--- config.mk ---
export PLATFORM = sky130hd
export DESIGN_NAME = fpga_controller
export DESIGN_NICKNAME = d
export VERILOG_FILES = /design/src/common/ctl_pkg.sv /design/src/hw/cnt_ram.sv /design/src/ctl_sequencer/ctl_sequencer.sv /design/src/hw/settings_capture.sv /design/src/hw/fpga_controller.sv
export SDC_FILE = /design/constraint.sdc
export NUM_CORES = 2
export LEC_CHECK = 0
export ABC_CLOCK_PERIOD_IN_PS = 5800
export BUFFER_PORTS_ARGS = -buffer_cell sky130_fd_sc_hd__clkbuf_2
export CAP_MARGIN = 20
export CORE_UTILIZATION = 50
export CTS_BUF_LIST = sky130_fd_sc_hd__clkbuf_2
export DETAILED_ROUTE_END_ITERATION = 12
export HOLD_SLACK_MARGIN = 0.08
export PLACE_DENSITY = 0.75
export SYNTH_ARGS = -nofsm -noshare
export SYNTH_HDL_FRONTEND = slang
export SYNTH_MEMORY_MAX_BITS = 65536
export SYNTH_SLANG_ARGS = --single-unit
--- constraint.sdc ---
create_clock -name CLK -period 5.8 [get_ports CLK]
set_input_delay 1.16 -clock CLK [delete_from_list [all_inputs] [get_ports CLK]]
set_output_delay 1.16 -clock CLK [all_outputs]
set_load 0.1 [all_outputs]
--- src/common/ctl_pkg.sv ---
package ctl_pkg;

    // ##########################################################
    // widths and memory
    // ##########################################################

    localparam int ADDR_WIDTH       = 8;
    localparam int WORD_WIDTH       = 16;
    localparam int RAM_DEPTH        = 1 << ADDR_WIDTH;
    localparam int RAM_READ_LATENCY = 2;   // address register plus output register

    typedef logic [WORD_WIDTH-1:0] word_t;
    typedef logic [ADDR_WIDTH-1:0] reg_addr_t;
    typedef logic [15:0]           ctl_flags_t;
    typedef logic [63:0]           sync_time_t;
    typedef logic [15:0]           rate_t;
    typedef logic [7:0]            silencer_flag_t;

    // ##########################################################
    // register map
    // ##########################################################

    localparam reg_addr_t ADDR_CTL_FLAG          = 8'h00;
    localparam reg_addr_t ADDR_FPGA_STATE        = 8'h01;
    localparam reg_addr_t ADDR_VERSION_NUM_MAJOR = 8'h02;
    localparam reg_addr_t ADDR_VERSION_NUM_MINOR = 8'h03;

    localparam reg_addr_t ADDR_SILENCER_FLAG                       = 8'h40;
    localparam reg_addr_t ADDR_SILENCER_UPDATE_RATE_INTENSITY      = 8'h41;
    localparam reg_addr_t ADDR_SILENCER_UPDATE_RATE_PHASE          = 8'h42;
    localparam reg_addr_t ADDR_SILENCER_COMPLETION_STEPS_INTENSITY = 8'h43;
    localparam reg_addr_t ADDR_SILENCER_COMPLETION_STEPS_PHASE     = 8'h44;

    localparam reg_addr_t ADDR_SYNC_TIME_0 = 8'h50;   // lowest word of the 64-bit time
    localparam reg_addr_t ADDR_SYNC_TIME_1 = 8'h51;
    localparam reg_addr_t ADDR_SYNC_TIME_2 = 8'h52;
    localparam reg_addr_t ADDR_SYNC_TIME_3 = 8'h53;

    localparam int CTL_FLAG_BIT_SILENCER_SET = 2;
    localparam int CTL_FLAG_BIT_SYNC_SET     = 3;
    localparam int CTL_FLAG_BIT_FORCE_FAN    = 4;
    localparam int CTL_FLAG_BIT_GPIO_IN_0    = 8;
    localparam int CTL_FLAG_BIT_GPIO_IN_1    = 9;
    localparam int CTL_FLAG_BIT_GPIO_IN_2    = 10;
    localparam int CTL_FLAG_BIT_GPIO_IN_3    = 11;

    localparam int FPGA_STATE_BIT_THERMO = 0;

    localparam logic [7:0] VERSION_NUM_MAJOR = 8'h0A;
    localparam logic [7:0] VERSION_NUM_MINOR = 8'h01;

    // ##########################################################
    // settings reset values
    // ##########################################################

    localparam silencer_flag_t SILENCER_FLAG_RST        = 8'd0;
    localparam rate_t          SILENCER_RATE_INT_RST    = 16'd256;
    localparam rate_t          SILENCER_RATE_PHASE_RST  = 16'd256;
    localparam rate_t          SILENCER_STEPS_INT_RST   = 16'd10;
    localparam rate_t          SILENCER_STEPS_PHASE_RST = 16'd40;
    localparam sync_time_t     SYNC_TIME_RST            = 64'd0;

    // order matters, a group burst steps through consecutive values
    typedef enum logic [3:0] {
        SIL_FLAG,
        SIL_RATE_INT,
        SIL_RATE_PHASE,
        SIL_STEPS_INT,
        SIL_STEPS_PHASE,
        SYNC_T0,
        SYNC_T1,
        SYNC_T2,
        SYNC_T3,
        CTL_FLAGS,
        NONE
    } cap_field_t;

    typedef enum logic [2:0] {
        ST_VER_MINOR,
        ST_VER_MAJOR,
        ST_POLL_RD,
        ST_POLL_WR,
        ST_BURST,
        ST_WB_FLAGS,
        ST_WB_STATE
    } seq_state_t;

endpackage

--- src/hw/cnt_ram.sv ---
`timescale 1ns/1ps

module cnt_ram import ctl_pkg::*; (
    input  logic      CLK,
    input  logic      host_we,
    input  reg_addr_t host_addr,
    input  word_t     host_din,
    input  logic      bus_we,
    input  reg_addr_t bus_addr,
    input  word_t     bus_din,
    output word_t     host_dout,
    output word_t     bus_dout
);

    word_t     mem [RAM_DEPTH];
    reg_addr_t host_addr_q;
    reg_addr_t bus_addr_q;

    // block RAM comes up cleared after configuration
    initial begin
        for (int i = 0; i < RAM_DEPTH; i++) begin
            mem[i] = '0;
        end
    end

    always_ff @(posedge CLK) begin
        if (host_we) begin
            mem[host_addr] <= host_din;
        end
        if (bus_we) begin
            mem[bus_addr] <= bus_din;   // last assignment wins, so the controller port has priority
        end
    end

    // ##########################################################
    // read path, two register stages per port
    // ##########################################################

    always_ff @(posedge CLK) begin
        host_addr_q <= host_addr;
        bus_addr_q  <= bus_addr;
        host_dout   <= mem[host_addr_q];
        bus_dout    <= mem[bus_addr_q];
    end

endmodule

--- src/ctl_sequencer/ctl_sequencer.sv ---
`timescale 1ns/1ps

module ctl_sequencer import ctl_pkg::*; (
    input  logic       CLK,
    input  logic       rst_n,
    input  logic       thermo,
    input  word_t      bus_dout,
    output logic       bus_we,
    output reg_addr_t  bus_addr,
    output word_t      bus_din,
    output cap_field_t cap_field,
    output logic       force_fan,
    output logic [3:0] gpio_in
);

    seq_state_t state;
    ctl_flags_t ctl_flags;                  // local copy, written back after a group
    cap_field_t burst_tag;                  // next group word to request
    cap_field_t req_tag;                    // names the read currently on bus_addr
    cap_field_t tag_pipe [RAM_READ_LATENCY];
    word_t      state_word;

    function automatic reg_addr_t tag_addr(cap_field_t field);
        case (field)
            SIL_FLAG:        return ADDR_SILENCER_FLAG;
            SIL_RATE_INT:    return ADDR_SILENCER_UPDATE_RATE_INTENSITY;
            SIL_RATE_PHASE:  return ADDR_SILENCER_UPDATE_RATE_PHASE;
            SIL_STEPS_INT:   return ADDR_SILENCER_COMPLETION_STEPS_INTENSITY;
            SIL_STEPS_PHASE: return ADDR_SILENCER_COMPLETION_STEPS_PHASE;
            SYNC_T0:         return ADDR_SYNC_TIME_0;
            SYNC_T1:         return ADDR_SYNC_TIME_1;
            SYNC_T2:         return ADDR_SYNC_TIME_2;
            SYNC_T3:         return ADDR_SYNC_TIME_3;
            default:         return ADDR_CTL_FLAG;
        endcase
    endfunction

    always_comb begin
        state_word = '0;
        state_word[FPGA_STATE_BIT_THERMO] = thermo;
    end

    assign force_fan = ctl_flags[CTL_FLAG_BIT_FORCE_FAN];
    assign gpio_in   = {ctl_flags[CTL_FLAG_BIT_GPIO_IN_3], ctl_flags[CTL_FLAG_BIT_GPIO_IN_2],
                        ctl_flags[CTL_FLAG_BIT_GPIO_IN_1], ctl_flags[CTL_FLAG_BIT_GPIO_IN_0]};

    // ##########################################################
    // access sequencer
    // ##########################################################

    always_ff @(posedge CLK) begin
        if (!rst_n) begin
            state     <= ST_VER_MINOR;
            bus_we    <= 1'b0;
            bus_addr  <= ADDR_CTL_FLAG;
            req_tag   <= NONE;
            burst_tag <= NONE;
            ctl_flags <= '0;
        end else begin
            req_tag <= NONE;
            case (state)
                ST_VER_MINOR: begin
                    bus_we   <= 1'b1;
                    bus_addr <= ADDR_VERSION_NUM_MINOR;
                    bus_din  <= {8'h00, VERSION_NUM_MINOR};
                    state    <= ST_VER_MAJOR;
                end
                ST_VER_MAJOR: begin
                    bus_we   <= 1'b1;
                    bus_addr <= ADDR_VERSION_NUM_MAJOR;
                    bus_din  <= {8'h00, VERSION_NUM_MAJOR};
                    state    <= ST_POLL_RD;
                end
                ST_POLL_RD: begin
                    bus_we   <= 1'b0;
                    bus_addr <= ADDR_CTL_FLAG;
                    req_tag  <= CTL_FLAGS;
                    state    <= ST_POLL_WR;
                end
                ST_POLL_WR: begin
                    bus_we   <= 1'b1;
                    bus_addr <= ADDR_FPGA_STATE;
                    bus_din  <= state_word;
                    state    <= ST_POLL_RD;
                    // the flag read issued two states ago lands here
                    if (cap_field == CTL_FLAGS) begin
                        ctl_flags <= bus_dout;
                        if (bus_dout[CTL_FLAG_BIT_SILENCER_SET]) begin
                            ctl_flags[CTL_FLAG_BIT_SILENCER_SET] <= 1'b0;
                            burst_tag <= SIL_FLAG;
                            state     <= ST_BURST;
                        end else if (bus_dout[CTL_FLAG_BIT_SYNC_SET]) begin
                            ctl_flags[CTL_FLAG_BIT_SYNC_SET] <= 1'b0;
                            burst_tag <= SYNC_T0;
                            state     <= ST_BURST;
                        end
                    end
                end
                ST_BURST: begin
                    bus_we   <= 1'b0;
                    bus_addr <= tag_addr(burst_tag);
                    req_tag  <= burst_tag;
                    if (burst_tag == SIL_STEPS_PHASE || burst_tag == SYNC_T3) begin
                        state <= ST_WB_FLAGS;
                    end else begin
                        burst_tag <= cap_field_t'(burst_tag + 4'd1);
                    end
                end
                ST_WB_FLAGS: begin
                    bus_we   <= 1'b1;
                    bus_addr <= ADDR_CTL_FLAG;
                    bus_din  <= ctl_flags;
                    state    <= ST_WB_STATE;
                end
                ST_WB_STATE: begin
                    bus_we   <= 1'b1;
                    bus_addr <= ADDR_FPGA_STATE;
                    bus_din  <= state_word;
                    state    <= ST_POLL_RD;
                end
                default: begin
                    bus_we <= 1'b0;
                    state  <= ST_POLL_RD;
                end
            endcase
        end
    end

    // tag delay line matching the memory read latency
    always_ff @(posedge CLK) begin
        if (!rst_n) begin
            for (int i = 0; i < RAM_READ_LATENCY; i++) begin
                tag_pipe[i] <= NONE;
            end
        end else begin
            tag_pipe[0] <= req_tag;
            for (int i = 1; i < RAM_READ_LATENCY; i++) begin
                tag_pipe[i] <= tag_pipe[i-1];
            end
        end
    end

    assign cap_field = tag_pipe[RAM_READ_LATENCY-1];

endmodule

--- src/hw/settings_capture.sv ---
`timescale 1ns/1ps

module settings_capture import ctl_pkg::*; (
    input  logic           CLK,
    input  logic           rst_n,
    input  cap_field_t     cap_field,
    input  word_t          bus_dout,
    output silencer_flag_t silencer_flag,
    output rate_t          silencer_rate_intensity,
    output rate_t          silencer_rate_phase,
    output rate_t          silencer_steps_intensity,
    output rate_t          silencer_steps_phase,
    output sync_time_t     sync_time,
    output logic           silencer_update,
    output logic           sync_update
);

    // ##########################################################
    // field capture
    // ##########################################################

    always_ff @(posedge CLK) begin
        if (!rst_n) begin
            silencer_flag            <= SILENCER_FLAG_RST;
            silencer_rate_intensity  <= SILENCER_RATE_INT_RST;
            silencer_rate_phase      <= SILENCER_RATE_PHASE_RST;
            silencer_steps_intensity <= SILENCER_STEPS_INT_RST;
            silencer_steps_phase     <= SILENCER_STEPS_PHASE_RST;
            sync_time                <= SYNC_TIME_RST;
            silencer_update          <= 1'b0;
            sync_update              <= 1'b0;
        end else begin
            silencer_update <= 1'b0;
            sync_update     <= 1'b0;
            case (cap_field)
                SIL_FLAG: begin
                    silencer_flag <= bus_dout[7:0];   // upper byte is reserved
                end
                SIL_RATE_INT: begin
                    silencer_rate_intensity <= bus_dout;
                end
                SIL_RATE_PHASE: begin
                    silencer_rate_phase <= bus_dout;
                end
                SIL_STEPS_INT: begin
                    silencer_steps_intensity <= bus_dout;
                end
                SIL_STEPS_PHASE: begin
                    silencer_steps_phase <= bus_dout;
                    silencer_update      <= 1'b1;   // last word of the silencer group
                end
                SYNC_T0: begin
                    sync_time[15:0] <= bus_dout;
                end
                SYNC_T1: begin
                    sync_time[31:16] <= bus_dout;
                end
                SYNC_T2: begin
                    sync_time[47:32] <= bus_dout;
                end
                SYNC_T3: begin
                    sync_time[63:48] <= bus_dout;
                    sync_update      <= 1'b1;
                end
                default: begin
                    // flag reads and idle cycles carry nothing for the settings
                end
            endcase
        end
    end

endmodule

--- src/hw/fpga_controller.sv ---
`timescale 1ns/1ps

module fpga_controller import ctl_pkg::*; (
    input  logic           CLK,
    input  logic           rst_n,
    input  logic           thermo,
    input  logic           host_we,
    input  reg_addr_t      host_addr,
    input  word_t          host_din,
    output word_t          host_dout,
    output logic           force_fan,
    output logic [3:0]     gpio_in,
    output silencer_flag_t silencer_flag,
    output rate_t          silencer_rate_intensity,
    output rate_t          silencer_rate_phase,
    output rate_t          silencer_steps_intensity,
    output rate_t          silencer_steps_phase,
    output sync_time_t     sync_time,
    output logic           silencer_update,
    output logic           sync_update
);

    logic       bus_we;
    reg_addr_t  bus_addr;
    word_t      bus_din;
    word_t      bus_dout;
    cap_field_t cap_field;   // tag aligned with bus_dout

    cnt_ram cnt_ram_i (
        .CLK       (CLK),
        .host_we   (host_we),
        .host_addr (host_addr),
        .host_din  (host_din),
        .bus_we    (bus_we),
        .bus_addr  (bus_addr),
        .bus_din   (bus_din),
        .host_dout (host_dout),
        .bus_dout  (bus_dout)
    );

    ctl_sequencer ctl_sequencer_i (
        .CLK       (CLK),
        .rst_n     (rst_n),
        .thermo    (thermo),
        .bus_dout  (bus_dout),
        .bus_we    (bus_we),
        .bus_addr  (bus_addr),
        .bus_din   (bus_din),
        .cap_field (cap_field),
        .force_fan (force_fan),
        .gpio_in   (gpio_in)
    );

    settings_capture settings_capture_i (
        .CLK                      (CLK),
        .rst_n                    (rst_n),
        .cap_field                (cap_field),
        .bus_dout                 (bus_dout),
        .silencer_flag            (silencer_flag),
        .silencer_rate_intensity  (silencer_rate_intensity),
        .silencer_rate_phase      (silencer_rate_phase),
        .silencer_steps_intensity (silencer_steps_intensity),
        .silencer_steps_phase     (silencer_steps_phase),
        .sync_time                (sync_time),
        .silencer_update          (silencer_update),
        .sync_update              (sync_update)
    );

endmodule

After elaboration in Yosys (flattened, before gate mapping)
Memories as Yosys holds them, arrays and structs flattened. A register that Yosys moved wholly into a read port is not among the register bits.
Cells that the tools add are included.
Storage, ports and cells
  ROM bits: 80
  output and inout bits: 159
  memories: 3
  bits of input ports: 28
  register bits: 205
  bits in writable memories: 4104
  logic and storage cells: 86
Operators by class
  mux-type cells: 27
  $add $sub $neg: 1
  bitwise logic cells: 2
  eq/ne operators: 21
  reductions and logical operators: 12
Memories
  cnt_ram_i.mem: words 256, bits a word 16, rd ports 2, clocked after memory_dff 2, write ports 2, line cnt_ram.sv:15  | word_t mem [RAM_DEPTH];
  (no name shown): words 16, bits a word 5, rd ports 1, clocked after memory_dff 1, write ports 0, line ctl_sequencer.sv:24  | case (field)
  ctl_sequencer_i.tag_pipe: words 2, bits a word 4, rd ports 2, clocked after memory_dff 0, write ports 2, line ctl_sequencer.sv:20  | cap_field_t tag_pipe [RAM_READ_LATENCY];
Operator list (count)
  case mux 16 bit (4 select lines): 1
  case mux 8 bit (5 select lines): 1
  2-to-1 mux 4 bit: 8
  == test 4 x 3 -> 1 bit, second input constant: 5
  case mux 4 bit (2 select lines): 2
  case mux 3 bit (5 select lines): 1
  == test 4 bit, second input constant: 3
  2-to-1 mux 3 bit: 4
  2-to-1 mux 1 bit: 10
  == test 3 bit, second input constant: 3
  == test 4 x 2 -> 1 bit, second input constant: 2
  == test 3 x 2 -> 1 bit, second input constant: 2
  nonzero test 5 bit: 1
  OR reduction 5 bit: 1
  adder 4 x 1 -> 4 bit, second input constant: 1
  == test 4 x 1 -> 1 bit, second input constant: 1
  zero test 4 bit: 1
  != test 2 x 1 -> 1 bit, second input constant: 2
  AND reduction 2 bit: 2
  AND reduction 4 bit: 1
  nonzero test 4 bit: 1
  OR reduction 2 bit: 2
  == test 3 x 1 -> 1 bit, second input constant: 1
  zero test 3 bit: 1
  5 further kinds: 6

Depth between registers and ports, before layout
  word-level depth: 6
  mapped depth: 12
  gate-level depth less buffers: 10

Hierarchy
From an unflattened synthesis, not the netlist that was laid out.
Unflattened totals
  cell total of the unflattened synthesis: 16774
  area total of the unflattened synthesis: 253713.3 sq um
By module, submodules not included
  cnt_ram: times used 1, area each 246128.6 sq um, sequential area each 123958.9 sq um, cells each 16054
  settings_capture: times used 1, area each 5061.1 sq um, sequential area each 2762.6 sq um, cells each 478
  ctl_sequencer: times used 1, area each 2523.7 sq um, sequential area each 1351.3 sq um, cells each 242

Least setup slack after synthesis
Ideal clock, no wire load.
  kind: input port to flip-flop
  start: input host_addr[4]
  end: memory cnt_ram_i.mem[243][0] (netlist name) (enable)
  required time: 5.370 ns
  library setup time: 0.430 ns
  path buffers: 2
  slack: 1.987 ns
  stages: 4
  arrival: 3.383 ns
  cell sequence: clkbuf_1 nand3_1 clkbuf_1 nor4_1
RTL lines
  start: declaration: line fpga_controller.sv:8  | input reg_addr_t host_addr,
  end: declaration: line cnt_ram.sv:15

==> impl_metrics.py <==
metrics = {
    "run_status": {
        "status": "complete, no violations",
    },
    "floorplan": {
        "die_area_mm2": 0.355,
        "initial_core_util": 0.503,
        "ioPinCount": 187,
        "core_area_mm2": 0.350,
        "std_cell_rows": 217,
        "fp.dieW_um": 595,
        "fp.dieH_um": 595,
    },
    "clocking": {
        "postCtsHoldBufs": 69,
        "htree_levels": 7,
        "cts.sinks": 4339,
        "clk_pin_slew_worst_paths_ns": 0.11,
        "insertion_delay_ns": 2.22,
        "ctsResizeCount": 0,
        "root_buffer": "clkbuf_2",
        "cts_setup_buffers": 0,
        "cts_buffers": 1137,
        "ctsLongestPathBuffers": 5,
        "cts_tree": "built",
    },
    "min_path": {
        "min_from": "host_addr[2]",
        "hold_path.class": "input port to flip-flop",
        "min_to": "cnt_ram_i.mem[243][9]",
        "worstHoldPathCells": 4,
    },
    "run": {
        "drv_cap": 0,
    },
    "timing": {
        "hold_viol_final": 0,
        "timing.final.crit_period_ns": 4.70,
        "tns_ns": 0,
        "fmax_ghz": 0.213,
        "rsz0062_at_grt": "false",
        "timing.slew.headroom": 0.146,
        "setup_violations": 0,
        "finClkSkew_ns": 0.292,
        "worst-slew-pin-transition_ns": 1.27,
        "fin_crit_sh": 0.810,
        "fin_ws_ns": 1.10,
        "slew_viol_final": 0,
    },
    "placement": {
        "placed_cells": 13538,
        "pre_cts_ws_ns": 1.38,
        "hpwl_mm": 286,
        "gp_congestion": 0.894,
        "placed_cell_area_mm2": 0.184,
        "io_buffers": 186,
    },
    "synth": {
        "synth_edf_count": 4111,
        "syn_inst": 8979,
        "synthArstFlopShare": 0,
        "synth_nets": 9009,
        "syn_area_per_cell_um2": 19.6,
        "synth_seq_cells": 4339,
        "syn_area_mm2": 0.176,
        "synthDistinctLibCells": 69,
        "synth-seq-area-share": 0.727,
        "ys.warnings.count": 0,
        "synth_ff_type": "edfxtp_1",
    },
    "setup_path": {
        "crit_top_cell": "buf_4",
        "ff2ff_setup_slack_ns": 1.10,
        "crit_type": "flip-flop to flip-flop",
        "r2r_cells": 8,
        "critPathSlowestCell": "dfxtp_4",
        "r2r-start": "cnt_ram_i.host_addr_q[1]",
        "r2r-end": "cnt_ram_i.host_dout[13]",
        "cp-start-kind": "flip-flop",
        "worstPathRequired_ns": 7.85,
        "crit_path_start": "cnt_ram_i.host_addr_q[1]",
        "critPathMaxStageDelay_ns": 0.79,
        "critPathCaptureType": "flip-flop",
        "crit_arrival_ns": 6.75,
        "worst-path-max-fanout": 57,
        "crit_chain": "or2_4, buf_4, buf_4, o22ai_1, o32ai_1, a211oi_1, nor3_1, nor4_2",
    },
    "route": {
        "drt_wl_total_mm": 486,
        "dr.pass1.iters": 8,
        "dr.first_iter.drc_count": 14407,
        "wire_per_inst_um": 31.5,
        "ant_nets": 0,
        "drt-vias-per-instance": 6.42,
        "route.detailed.drc": 0,
        "vias": 99262,
    },
    "global_routing": {
        "antenna_found_initial": 34,
        "grt_pass1_vias": 99200,
        "grt_max_degree": 154,
        "grt_pass1_wl_mm": 691,
        "grt_overflow_total": 0,
        "grtUsageTotal": 0.273,
    },
    "power": {
        "ir_drop_v": 0.000197,
        "p_leak_nw": 64.0,
        "p_per_area_mw_per_mm2": 300,
    },
    "layout": {
        "design_area_mm2": 0.194,
        "drive_gt1_frac": 0.355,
        "syn_to_final_growth_pct": 10.2,
        "fill_cells": 26027,
        "fin_nets": 10189,
        "final_cells": 15456,
    },
}
[worst max-delay path by stage]
| stage | to | slack [ns] | depth (start not counted) |
|---|---|---|---|
| after CTS | host_dout[0] | 0.90 | 1 |
| final | cnt_ram_i.host_dout[13] | 1.10 | 8 |
| after floorplan | cnt_ram_i.mem[243][0] | 1.99 | 4 |
| after global placement | cnt_ram_i.host_dout[0] | 1.18 | 9 |
| after detailed placement | cnt_ram_i.host_dout[3] | 1.38 | 9 |
| after global routing | host_dout[0] | 0.99 | 1 |
[critical path: cells and delay by family, from the launching register on]
| kind | cells | cell delay (ns) |
|---|---|---|
| and+or+nand+nor | 3 | 1.49 |
| AOI/OAI and AO/OA | 3 | 0.99 |
| buffers and inverters | 2 | 1.15 |
| DFF | 1 | 0.79 |
[cells in the final DEF (no fill, tap or decap), types with 27 or more instances in the layout]
cell / netlist / layout
a211oi_1: 49 / 49
a21boi_0: 122 / 122
a21oi_1: 118 / 118
a221oi_1: 57 / 57
a22o_1: 58 / 58
a22oi_1: 103 / 103
buf_12: 6 / 37
buf_4: 46 / 413
clkbuf_2: 0 / 1753
clkinv_1: 0 / 180
dfxtp_1: 228 / 221
dlygate4sd3_1: 0 / 55
edfxtp_1: 4111 / 4111
mux2_2: 498 / 498
mux2i_1: 517 / 517
mux4_2: 957 / 957
nand2_1: 329 / 327
nand3_1: 32 / 27
nor2_1: 267 / 249
nor2b_1: 55 / 54
nor3_1: 127 / 122
nor4_1: 32 / 28
o211ai_1: 28 / 28
o21ai_0: 55 / 39
o221ai_1: 185 / 185
o22ai_1: 160 / 145
[where the power goes]
group	total, mW	switching [mW]	leakage (nW)	internal, mW
logic	3.89	2.52	17.9	1.37
registers	34.6	0.260	38.8	34.3
clock network	19.8	12.0	7.20	7.80
[layer usage]
metal  vias up  GRT usage  wire, µm
li1      40217          -         -
met1     50635      0.356    171000
met2      7363      0.412    225000
met3      1039     0.0900     65500
met4         8      0.141     24400
met5         -          0        52
[synthesized netlist by cell type, types with 57 or more instances]
| library cell | n | area [µm²] |
|---|---|---|
| o221ai_1 | 185 | 1620 |
| mux2i_1 | 517 | 5170 |
| a22o_1 | 58 | 508 |
| mux2_2 | 498 | 5610 |
| a21oi_1 | 118 | 591 |
| a22oi_1 | 103 | 773 |
| buf_2 | 86 | 430 |
| dfxtp_1 | 228 | 4560 |
| nor3_1 | 127 | 636 |
| edfxtp_1 | 4111 | 123000 |
| a221oi_1 | 57 | 499 |
| a21boi_0 | 122 | 916 |
| clkbuf_1 | 419 | 1570 |
| o22ai_1 | 160 | 1000 |
| nand2_1 | 329 | 1230 |
| nor2_1 | 267 | 1000 |
| mux4_2 | 957 | 21600 |
| buf_6 | 64 | 721 |
[registers in the layout, summed over array words and instances (netlist names), 3 cells and up, named ones only]
signal                                       cells
cnt_ram_i.mem                                 4096
settings_capture_i.sync_time                    64
cnt_ram_i.bus_dout                              16
cnt_ram_i.host_dout                             16
settings_capture_i.silencer_rate_intensity      16
settings_capture_i.silencer_rate_phase          16
settings_capture_i.silencer_steps_intensity     16
settings_capture_i.silencer_steps_phase         16
ctl_sequencer_i.bus_din                         15
ctl_sequencer_i.ctl_flags                       15
cnt_ram_i.host_addr_q                            8
ctl_sequencer_i.tag_pipe                         8
settings_capture_i.silencer_flag                 8
cnt_ram_i.bus_addr_q                             5
ctl_sequencer_i.bus_addr                         5
ctl_sequencer_i.burst_tag                        4
ctl_sequencer_i.req_tag                          4
ctl_sequencer_i.state                            3
[stage by stage]
step	total power [mW]	hold slack, ns	utilization
2_1_floorplan	37.4	0.329	-
3_3_place_gp	38.9	0.405	0.524
3_5_place_dp	39.0	0.406	0.525
4_1_cts	58.5	0.0857	0.554
5_1_grt	60.3	0.163	0.554
6_report	58.3	0.347	0.555
[cell families after synthesis]
group                    count (synthesis)  share of synthesized area
flip-flops                            4339                      0.727
XOR/XNOR                                 1                  0.0000497
buffers and inverters                  695                     0.0201
AO/OA/AOI/OAI                          970                     0.0404
adder cells (fa/ha/maj)                  2                   0.000142
multiplexers                          1992                      0.187
AND/OR/NAND/NOR                        980                     0.0258
[cell type report]
class                      instances  area [µm²]  area share
timing repair buffer             722        6160      0.0317
sequential                      4339      128000       0.660
inverter                          14        57.6    0.000297
antenna                           22        55.1    0.000284
clock inverter                   231        1240     0.00640
clock buffer                    1584        7930      0.0408
tap                             4599        5750      0.0296
multi-input combinational       3945       44900       0.231
Power figures use the tool's default switching activity.
